$ cat config.mk
export PLATFORM = sky130hd
export DESIGN_NAME = branch_profiler_top
export DESIGN_NICKNAME = d
export VERILOG_FILES = /design/src/common/profiler_cfg_pkg.sv /design/src/common/profiler_bus_pkg.sv /design/src/hw/branch_profiler_top.sv /design/src/hw/axil_read_result.sv /design/src/profiler/profile_table.sv /design/src/hw/axil_reg_decode.sv
export SDC_FILE = /design/constraint.sdc
export NUM_CORES = 1
export LEC_CHECK = 0
export BUFFER_PORTS_ARGS = -buffer_cell sky130_fd_sc_hd__buf_2
export CORE_MARGIN = 5
export CORE_UTILIZATION = 49
export CTS_BUF_LIST = sky130_fd_sc_hd__clkbuf_8
export DETAILED_ROUTE_END_ITERATION = 6
export GPL_ROUTABILITY_DRIVEN = 0
export MAX_ROUTING_LAYER = met4
export PLACE_DENSITY = 0.68
export SYNTH_ARGS = -nofsm -noshare
export SYNTH_HDL_FRONTEND = slang
export SYNTH_HIERARCHICAL = 1
export SYNTH_SLANG_ARGS = --single-unit
$ cat constraint.sdc
create_clock -name clk -period 23.7 [get_ports clk]
set_clock_uncertainty 0.1 [all_clocks]
set_input_delay 4.74 -clock clk [delete_from_list [all_inputs] [get_ports clk]]
set_output_delay 4.74 -clock clk [all_outputs]
set_load 0.03 [all_outputs]
$ cat src/common/profiler_cfg_pkg.sv
`default_nettype none

package profiler_cfg_pkg;

    // Address and data width of the core
    localparam int xlen = 32;

    // Table geometry defaults
    localparam int default_num_entries = 8;
    localparam int default_count_width = 4;

    // Largest backward distance still counted as a loop, in bytes
    localparam int default_sbb_max_back = 256;

    // Count at which the hot loop interrupt fires
    localparam int default_hot_threshold = 12;

    // Index bits reserved in the AXI address map cap the table at 64 entries
    localparam int max_index_width = 6;

endpackage

`default_nettype wire
$ cat src/common/profiler_bus_pkg.sv
`default_nettype none

package profiler_bus_pkg;

    localparam logic [1:0] axi_resp_okay   = 2'b00;
    localparam logic [1:0] axi_resp_slverr = 2'b10;

    // Entry fields
    localparam logic [1:0] field_addr  = 2'd0;
    localparam logic [1:0] field_valid = 2'd1;
    localparam logic [1:0] field_count = 2'd2;

    // Control registers
    localparam logic [3:0] reg_lock = 4'd0;
    localparam logic [3:0] reg_info = 4'd1;

    // Low address bits seen by the decoder
    localparam int map_bits          = 12;
    localparam int entry_spare_width = map_bits - 5 - profiler_cfg_pkg::max_index_width;

    typedef struct packed {
        logic                                         region;
        logic [entry_spare_width-1:0]                 spare;
        logic [profiler_cfg_pkg::max_index_width-1:0] index;
        logic [1:0]                                   field;
        logic [1:0]                                   byte_off;
    } entry_addr_t;

    typedef struct packed {
        logic       region;
        logic [4:0] spare;
        logic [3:0] sel;
        logic [1:0] byte_off;
    } ctrl_addr_t;

    // Region bit picks the view
    typedef union packed {
        entry_addr_t entry;
        ctrl_addr_t  ctrl;
    } prof_addr_u;

endpackage

`default_nettype wire

$ cat src/hw/branch_profiler_top.sv
`default_nettype none

module branch_profiler_top #(
    parameter int num_entries   = profiler_cfg_pkg::default_num_entries,
    parameter int count_width   = profiler_cfg_pkg::default_count_width,
    parameter int sbb_max_back  = profiler_cfg_pkg::default_sbb_max_back,
    parameter int hot_threshold = profiler_cfg_pkg::default_hot_threshold
) (
    input  wire                                clk,
    input  wire                                rst,

    input  wire                                branch_valid,
    input  wire                                branch_taken,
    input  wire  [profiler_cfg_pkg::xlen-1:0]  branch_pc,
    input  wire  signed [20:0]                 branch_offset,

    input  wire                                s_axil_awvalid,
    output logic                               s_axil_awready,
    input  wire  [profiler_cfg_pkg::xlen-1:0]  s_axil_awaddr,
    input  wire                                s_axil_wvalid,
    output logic                               s_axil_wready,
    input  wire  [profiler_cfg_pkg::xlen-1:0]  s_axil_wdata,
    output logic                               s_axil_bvalid,
    output logic [1:0]                         s_axil_bresp,
    input  wire                                s_axil_bready,
    input  wire                                s_axil_arvalid,
    output logic                               s_axil_arready,
    input  wire  [profiler_cfg_pkg::xlen-1:0]  s_axil_araddr,
    output logic                               s_axil_rvalid,
    input  wire                                s_axil_rready,
    output logic [profiler_cfg_pkg::xlen-1:0]  s_axil_rdata,
    output logic [1:0]                         s_axil_rresp,

    output logic                               hot_irq
);

    logic                               lock;
    logic                               rd_busy;
    logic                               rd_req;
    logic                               rd_is_ctrl;
    logic [3:0]                         rd_reg_sel;
    logic [$clog2(num_entries)-1:0]     rd_index;
    logic [1:0]                         rd_field;
    logic [profiler_cfg_pkg::xlen-1:0]  rd_data;

    axil_reg_decode #(
        .num_entries (num_entries)
    ) decode0 (
        .clk            (clk),
        .rst            (rst),
        .s_axil_awvalid (s_axil_awvalid),
        .s_axil_awready (s_axil_awready),
        .s_axil_awaddr  (s_axil_awaddr),
        .s_axil_wvalid  (s_axil_wvalid),
        .s_axil_wready  (s_axil_wready),
        .s_axil_wdata   (s_axil_wdata),
        .s_axil_bvalid  (s_axil_bvalid),
        .s_axil_bresp   (s_axil_bresp),
        .s_axil_bready  (s_axil_bready),
        .s_axil_arvalid (s_axil_arvalid),
        .s_axil_arready (s_axil_arready),
        .s_axil_araddr  (s_axil_araddr),
        .rd_busy        (rd_busy),
        .rd_req         (rd_req),
        .rd_is_ctrl     (rd_is_ctrl),
        .rd_reg_sel     (rd_reg_sel),
        .rd_index       (rd_index),
        .rd_field       (rd_field),
        .lock           (lock)
    );

    profile_table #(
        .num_entries   (num_entries),
        .count_width   (count_width),
        .sbb_max_back  (sbb_max_back),
        .hot_threshold (hot_threshold)
    ) table0 (
        .clk           (clk),
        .rst           (rst),
        .branch_valid  (branch_valid),
        .branch_taken  (branch_taken),
        .branch_pc     (branch_pc),
        .branch_offset (branch_offset),
        .lock          (lock),
        .rd_index      (rd_index),
        .rd_field      (rd_field),
        .rd_data       (rd_data),
        .hot_irq       (hot_irq)
    );

    axil_read_result #(
        .num_entries (num_entries),
        .count_width (count_width)
    ) result0 (
        .clk           (clk),
        .rst           (rst),
        .rd_req        (rd_req),
        .rd_is_ctrl    (rd_is_ctrl),
        .rd_reg_sel    (rd_reg_sel),
        .rd_data       (rd_data),
        .lock          (lock),
        .s_axil_rready (s_axil_rready),
        .s_axil_rvalid (s_axil_rvalid),
        .s_axil_rdata  (s_axil_rdata),
        .s_axil_rresp  (s_axil_rresp),
        .rd_busy       (rd_busy)
    );

endmodule

`default_nettype wire

$ cat src/hw/axil_read_result.sv
`default_nettype none

module axil_read_result #(
    parameter int num_entries = 8,
    parameter int count_width = 4
) (
    input  wire                                clk,
    input  wire                                rst,

    input  wire                                rd_req,
    input  wire                                rd_is_ctrl,
    input  wire  [3:0]                         rd_reg_sel,
    input  wire  [profiler_cfg_pkg::xlen-1:0]  rd_data,
    input  wire                                lock,

    input  wire                                s_axil_rready,
    output logic                               s_axil_rvalid,
    output logic [profiler_cfg_pkg::xlen-1:0]  s_axil_rdata,
    output logic [1:0]                         s_axil_rresp,

    output logic                               rd_busy
);

    localparam int data_width = profiler_cfg_pkg::xlen;

    logic [data_width-1:0] ctrl_data;
    logic [data_width-1:0] sel_data;

    // Info register packs entries low and count width above
    always_comb begin
        case (rd_reg_sel)
            profiler_bus_pkg::reg_lock: ctrl_data = data_width'(lock);
            profiler_bus_pkg::reg_info: ctrl_data = data_width'({8'(count_width), 8'(num_entries)});
            default:                    ctrl_data = '0;
        endcase
    end

    assign sel_data = rd_is_ctrl ? ctrl_data : rd_data;

    always_ff @(posedge clk) begin
        if (rst)
            s_axil_rvalid <= 1'b0;
        else if (rd_req)
            s_axil_rvalid <= 1'b1;
        else if (s_axil_rready)
            s_axil_rvalid <= 1'b0;
    end

    // Held until the master takes it
    always_ff @(posedge clk) begin
        if (rd_req)
            s_axil_rdata <= sel_data;
    end

    assign s_axil_rresp = profiler_bus_pkg::axi_resp_okay;
    assign rd_busy      = s_axil_rvalid;

endmodule

`default_nettype wire

$ cat src/profiler/profile_table.sv
`default_nettype none

module profile_table #(
    parameter int num_entries   = 8,
    parameter int count_width   = 4,
    parameter int sbb_max_back  = 256,
    parameter int hot_threshold = 12
) (
    input  wire                                clk,
    input  wire                                rst,

    input  wire                                branch_valid,
    input  wire                                branch_taken,
    input  wire  [profiler_cfg_pkg::xlen-1:0]  branch_pc,
    input  wire  signed [20:0]                 branch_offset,

    input  wire                                lock,
    input  wire  [$clog2(num_entries)-1:0]     rd_index,
    input  wire  [1:0]                         rd_field,
    output logic [profiler_cfg_pkg::xlen-1:0]  rd_data,

    output logic                               hot_irq
);

    localparam int index_width = $clog2(num_entries);
    localparam int data_width  = profiler_cfg_pkg::xlen;

    logic [data_width-1:0]  entry_addr  [num_entries];
    logic [num_entries-1:0] entry_valid;
    logic [count_width-1:0] entry_count [num_entries];
    logic [count_width-1:0] next_count  [num_entries];

    logic                   qualify;
    logic                   short_back;
    logic [num_entries-1:0] addr_match;
    logic [num_entries-1:0] at_max;
    logic                   halve;
    logic                   install;

    logic [index_width-1:0] free_slot;
    logic                   any_free;
    logic [index_width-1:0] coldest_slot;
    logic [count_width-1:0] coldest_count;
    logic [index_width-1:0] victim;

    logic [num_entries-1:0] over_thresh;
    logic [num_entries-1:0] over_thresh_q;

    assign qualify = branch_valid && branch_taken && !lock;

    // Backward and within the loop window
    assign short_back = (branch_offset < 0) && (int'(branch_offset) > -sbb_max_back);

    always_comb begin
        for (int i = 0; i < num_entries; i++) begin
            addr_match[i] = qualify && entry_valid[i] && (entry_addr[i] == branch_pc);
            at_max[i]     = &entry_count[i];
        end
    end

    // A hit on a saturated entry ages the whole table
    assign halve   = |(addr_match & at_max);
    assign install = qualify && short_back && !(|addr_match);

    always_comb begin
        for (int i = 0; i < num_entries; i++) begin
            next_count[i] = halve ? entry_count[i] >> 1 : entry_count[i];
            if (addr_match[i])
                next_count[i] = next_count[i] + 1'b1;
        end
    end

    // Lowest invalid slot
    always_comb begin
        free_slot = '0;
        any_free  = 1'b0;
        for (int i = num_entries - 1; i >= 0; i--) begin
            if (!entry_valid[i]) begin
                any_free  = 1'b1;
                free_slot = index_width'(i);
            end
        end
    end

    // Lowest slot with the smallest count
    always_comb begin
        coldest_slot  = '0;
        coldest_count = entry_count[0];
        for (int i = 1; i < num_entries; i++) begin
            if (entry_count[i] < coldest_count) begin
                coldest_count = entry_count[i];
                coldest_slot  = index_width'(i);
            end
        end
    end

    assign victim = any_free ? free_slot : coldest_slot;

    always_ff @(posedge clk) begin
        if (rst) begin
            entry_valid <= '0;
            for (int i = 0; i < num_entries; i++)
                entry_count[i] <= '0;
        end else begin
            for (int i = 0; i < num_entries; i++)
                entry_count[i] <= next_count[i];
            if (install) begin
                entry_valid[victim] <= 1'b1;
                entry_count[victim] <= count_width'(1);
            end
        end
    end

    always_ff @(posedge clk) begin
        if (install)
            entry_addr[victim] <= branch_pc;
    end

    always_comb begin
        case (rd_field)
            profiler_bus_pkg::field_addr:  rd_data = entry_addr[rd_index];
            profiler_bus_pkg::field_valid: rd_data = data_width'(entry_valid[rd_index]);
            profiler_bus_pkg::field_count: rd_data = data_width'(entry_count[rd_index]);
            default:                       rd_data = '0;
        endcase
    end

    always_comb begin
        for (int i = 0; i < num_entries; i++)
            over_thresh[i] = int'(entry_count[i]) >= hot_threshold;
    end

    // Fire on a new crossing and never two cycles in a row
    always_ff @(posedge clk) begin
        if (rst) begin
            over_thresh_q <= '0;
            hot_irq       <= 1'b0;
        end else begin
            over_thresh_q <= over_thresh;
            hot_irq       <= (|(over_thresh & ~over_thresh_q)) && !hot_irq;
        end
    end

endmodule

`default_nettype wire

$ cat src/hw/axil_reg_decode.sv
`default_nettype none

module axil_reg_decode #(
    parameter int num_entries = 8
) (
    input  wire                                clk,
    input  wire                                rst,

    input  wire                                s_axil_awvalid,
    output logic                               s_axil_awready,
    input  wire  [profiler_cfg_pkg::xlen-1:0]  s_axil_awaddr,
    input  wire                                s_axil_wvalid,
    output logic                               s_axil_wready,
    input  wire  [profiler_cfg_pkg::xlen-1:0]  s_axil_wdata,
    output logic                               s_axil_bvalid,
    output logic [1:0]                         s_axil_bresp,
    input  wire                                s_axil_bready,

    input  wire                                s_axil_arvalid,
    output logic                               s_axil_arready,
    input  wire  [profiler_cfg_pkg::xlen-1:0]  s_axil_araddr,

    input  wire                                rd_busy,
    output logic                               rd_req,
    output logic                               rd_is_ctrl,
    output logic [3:0]                         rd_reg_sel,
    output logic [$clog2(num_entries)-1:0]     rd_index,
    output logic [1:0]                         rd_field,
    output logic                               lock
);

    localparam int index_width = $clog2(num_entries);

    profiler_bus_pkg::prof_addr_u aw_view;
    profiler_bus_pkg::prof_addr_u ar_view;

    logic wr_ready;
    logic wr_fire;
    logic ar_fire;

    assign aw_view = s_axil_awaddr[profiler_bus_pkg::map_bits-1:0];
    assign ar_view = s_axil_araddr[profiler_bus_pkg::map_bits-1:0];

    // Address and data are taken together
    assign s_axil_awready = wr_ready;
    assign s_axil_wready  = wr_ready;
    assign wr_fire = wr_ready && s_axil_awvalid && s_axil_wvalid;

    always_ff @(posedge clk) begin
        if (rst) begin
            wr_ready      <= 1'b0;
            s_axil_bvalid <= 1'b0;
        end else begin
            wr_ready <= s_axil_awvalid && s_axil_wvalid && !s_axil_bvalid && !wr_ready;
            if (wr_fire)
                s_axil_bvalid <= 1'b1;
            else if (s_axil_bready)
                s_axil_bvalid <= 1'b0;
        end
    end

    // Table entries are read only
    always_ff @(posedge clk) begin
        if (wr_fire) begin
            if (aw_view.ctrl.region)
                s_axil_bresp <= profiler_bus_pkg::axi_resp_okay;
            else
                s_axil_bresp <= profiler_bus_pkg::axi_resp_slverr;
        end
    end

    always_ff @(posedge clk) begin
        if (rst)
            lock <= 1'b1;
        else if (wr_fire && aw_view.ctrl.region && aw_view.ctrl.sel == profiler_bus_pkg::reg_lock)
            lock <= s_axil_wdata[0];
    end

    // One read in flight at most
    assign s_axil_arready = !rd_busy && !rd_req;
    assign ar_fire = s_axil_arvalid && s_axil_arready;

    always_ff @(posedge clk) begin
        if (rst)
            rd_req <= 1'b0;
        else
            rd_req <= ar_fire;
    end

    always_ff @(posedge clk) begin
        if (ar_fire) begin
            rd_is_ctrl <= ar_view.ctrl.region;
            rd_reg_sel <= ar_view.ctrl.sel;
            // Index wraps onto the table size
            rd_index   <= ar_view.entry.index[index_width-1:0];
            rd_field   <= ar_view.entry.field;
        end
    end

endmodule

`default_nettype wire

==> flow_summary_export.csv <==
group,metric,value,unit
grt,grt_pass1_wl,78.9,mm
synth,synth_edf_count,295,
cts,clock_latency,690,ps
flow_run,drv_cap,0,
synth,ys_types,87,
synth,syn-cell-area,18700,um2
routing,ant_nets,0,
synth,muxShareOfSynthArea,0.131,
floorplanning,coreArea,37700,um2
setup_path,worst_path_max_delay_cell,"nor3_4",
routing,num_vias,12600,
cts,htreeDepth,2,
cts,cts_buffer_depth,3,
grt,grt_antenna_before_repair,6,
placement,dp_hpwl,38.8,mm
routing,wl,54.5,mm
synth,postSynth.asyncResetShare,0,
placement,placed_area,19700,um2
timing,maxSlewHeadroom,0.0924,
power,internal-power,0.000971,W
synth,yosys_warnings,6,
routing,vias_per_cell,6.01,
timing,hold_violations,0,
synth,synthFlopType,"edfxtp_1",
power,clkPwrFrac,0.400,
synth,synth_top_family_by_area,"multiplexers",
setup_path,cp.arrival,12520,ps
synth,synth.largest_area_cell,"edfxtp_1",
grt,grt_pass1_vias,12100,
status,status,"completed",
final_layout,fin_nets,1725,
synth,synth_top_cell_area_share,0.474,
min_path,hold_class,"register to register",
cts,clock_sinks,349,
setup_path,path_class,"register to register",
floorplanning,start_util,0.496,
setup_path,crit_path_max_incr_delay,950,ps
cts,holdBufCountCts,0,
final_layout,synthToLayoutAreaGrowth,11.5,%
cts,cts-resized-gates,0,
routing,drcViolationCount,0,
synth,synthTopCellsByArea,"edfxtp_1 47%, mux4_2 9.3%, xnor2_1 6.3%, xor2_1 6.3%, dfxtp_1 5.8%",
timing,drv_slew,0,
power,p_switching,0.000321,W
timing,setup_viol,0,
power,total_power,0.00129,W
synth,synth_xor_xnor_area_share,0.126,
floorplanning,fp-row-count,71,
grt,use_met2,0.385,
power,vdd_drop_max,47.7,uV
cts,clkTransAtPathRegs,60,ps
placement,portBuffers,112,
power,swShare,0.249,
setup_path,cp_common_cell,"ha_1",
cts,cts_buffers,59,
routing,dr.pass1.iters,5,
synth,synth-compound-area-share,0.0531,
grt,busiest_layer,"met2",
routing,drt-wirelength-per-cell,26.0,um
floorplanning,ios,200,
placement,post-place-ws,11520,ps
final_layout,drive_gt1_frac,0.211,
setup_path,startpoint_type,"register",
cts,cts_root_buf,"clkbuf_8",
final_layout,fillers,3169,
timing,finalCritPeriodShare,0.520,
grt,grt_start_max_net_pins,56,
final_layout,multiInputGateArea,8290,um2
timing,rsz0062_at_grt,"false",
synth,syn_inst,1424,
power,p_per_area,62.1,nW/um2
floorplanning,die_w,205,um
synth,synth.ff_latch_count,349,
power,pwr-share-seq,0.519,
routing,drtIter0Drc,1412,
synth,yosys.area_share.simple,0.111,
grt,grtUsageMet3,0.0925,
setup_path,worstPathRequired,23890,ps
setup_path,endpoint_kind,"register",
floorplanning,die_area,42100,um2
timing,finalWorstSetupSlack,11370,ps
timing,finalCriticalPeriod,12330,ps
synth,avgSynthCellArea,13.1,um2
timing,tightest_slew,1350,ps
final_layout,regArea,9940,um2
grt,grt_use_total,0.264,
grt,grt-ovfl-total,0,
grt,grt_use_met1,0.352,
floorplanning,die_y,205,um
setup_path,crit_fanout,22,
timing,max_freq,0.0811,GHz
cts,cts_tree,"done",
timing,tns,0,ps
final_layout,postLayoutCellArea,20800,um2
cts,cts_setup_buffers,0,
power,p_leak,7.32,nW
synth,ys_seq_area_frac,0.532,
power,combPwrFrac,0.081,
synth,synth_adder_area_share,0.0208,
-- final timing paths --
path                         endpoint  depth (start not counted)  slack [ps]                      from
max reg2reg  table0/entry_addr[2][30]                         51       11370  table0/entry_count[0][1]
min                    table0/hot_irq                          1         320            table0/hot_irq
min reg2reg            table0/hot_irq                          1         320            table0/hot_irq
max          table0/entry_addr[2][30]                         51       11370  table0/entry_count[0][1]
-- worst max-delay path: cells and delay by family, from the launching register on --
kind / cells / cell delay, ps
compound gates: 21 / 4980
mux: 3 / 520
simple gates: 16 / 3220
flops: 1 / 530
fa+ha+maj: 7 / 1860
buf+inv: 4 / 760
-- power groups by stage --
stage | Clock (W) | Combinational [W] | Sequential (W)
global route | 0.000554 | 0.000109 | 0.000671
detailed placement | 0 | 0.000102 | 0.000683
CTS | 0.000525 | 0.000103 | 0.000671
floorplan | 0 | 0.0000609 | 0.000688
finish | 0.000517 | 0.000104 | 0.000671
global placement | 0 | 0.000102 | 0.000683
-- synthesized netlist by cell type, drive strengths merged (8+ instances only) --
cell and count:
a211oi 9, nand2 59, dfxtp 54, mux2 14, xor2 134, buf 25
inv 35, nor2b 35, o21ai 20, nand4 40, xnor2 135, and3 9
mux4 77, o22ai 17, a31oi 8, nand3 36, clkbuf 55, mux2i 55
ha 31, nor2 81, a21oi 18, nor3 46, edfxtp 295, nor4 38
-- cell families after synthesis --
group | count (synthesis)
AOI/OAI and AO/OA | 128
xor gates and xnor gates | 269
adders and majority gates | 31
buffers and inverters | 115
DFF | 349
muxes | 146
other | 2
and+or+nand+nor | 384
-- registers in the layout, indices dropped and copies added (netlist names) --
signal	cells
table0/entry_addr	256
decode0/rd_index	2
decode0/rd_reg_sel	3
decode0/s_axil_awready	1
table0/over_thresh_q	8
decode0/s_axil_bvalid	1
decode0/rd_is_ctrl	1
decode0/s_axil_bresp	1
decode0/rd_req	1
decode0/lock	1
table0/entry_valid	8
result0/s_axil_rdata	32
table0/hot_irq	1
table0/entry_count	32
result0/rd_busy	1
-- stage by stage --
| stage | instances | util | hold slack, ps |
|---|---|---|---|
| 2_1_floorplan | 1425 | - | 357 |
| 3_3_place_gp | 1986 | 0.523 | 304 |
| 3_5_place_dp | 1986 | 0.523 | 313 |
| 4_1_cts | 2090 | 0.552 | 321 |
| 5_1_grt | 2094 | 0.553 | 341 |
| 6_report | 2095 | 0.553 | 319 |
-- cell usage in the layout, fill, tap and decap left out, types with 14 or more instances in the layout --
cell | Yosys | routed
o22ai_1 | 17 | 17
buf_2 | 3 | 112
nor2b_1 | 34 | 34
mux2_2 | 14 | 14
mux4_2 | 77 | 77
nand4_1 | 40 | 40
dfxtp_1 | 54 | 54
buf_4 | 9 | 18
xor2_1 | 134 | 134
a21oi_1 | 18 | 17
ha_1 | 31 | 31
clkbuf_8 | 0 | 59
nor2_1 | 80 | 79
nand3_1 | 34 | 34
o21ai_0 | 17 | 17
nor4_1 | 37 | 37
nor3_1 | 42 | 42
nand2_1 | 58 | 58
edfxtp_1 | 295 | 295
inv_1 | 34 | 51
xnor2_1 | 135 | 135
mux2i_1 | 55 | 55
-- metal layers --
metal / wire length [um] / up-vias
li1: - / 5560
met1: 22000 / 6270
met2: 24100 / 667
met3: 6720 / 100
met4: 1650 / 0
met5: 0 / -
-- layout make-up --
type / instances / area share
Sequential cell: 349 / 0.478
Tap cell: 511 / 0.0307
Multi-Input combinational cell: 961 / 0.398
Inverter: 35 / 0.00631
Antenna cell: 5 / 0.000601
Clock inverter: 45 / 0.0139
Clock buffer: 59 / 0.0390
Timing Repair Buffer: 130 / 0.0334
No activity file was read; power rests on OpenSTA's default activity.
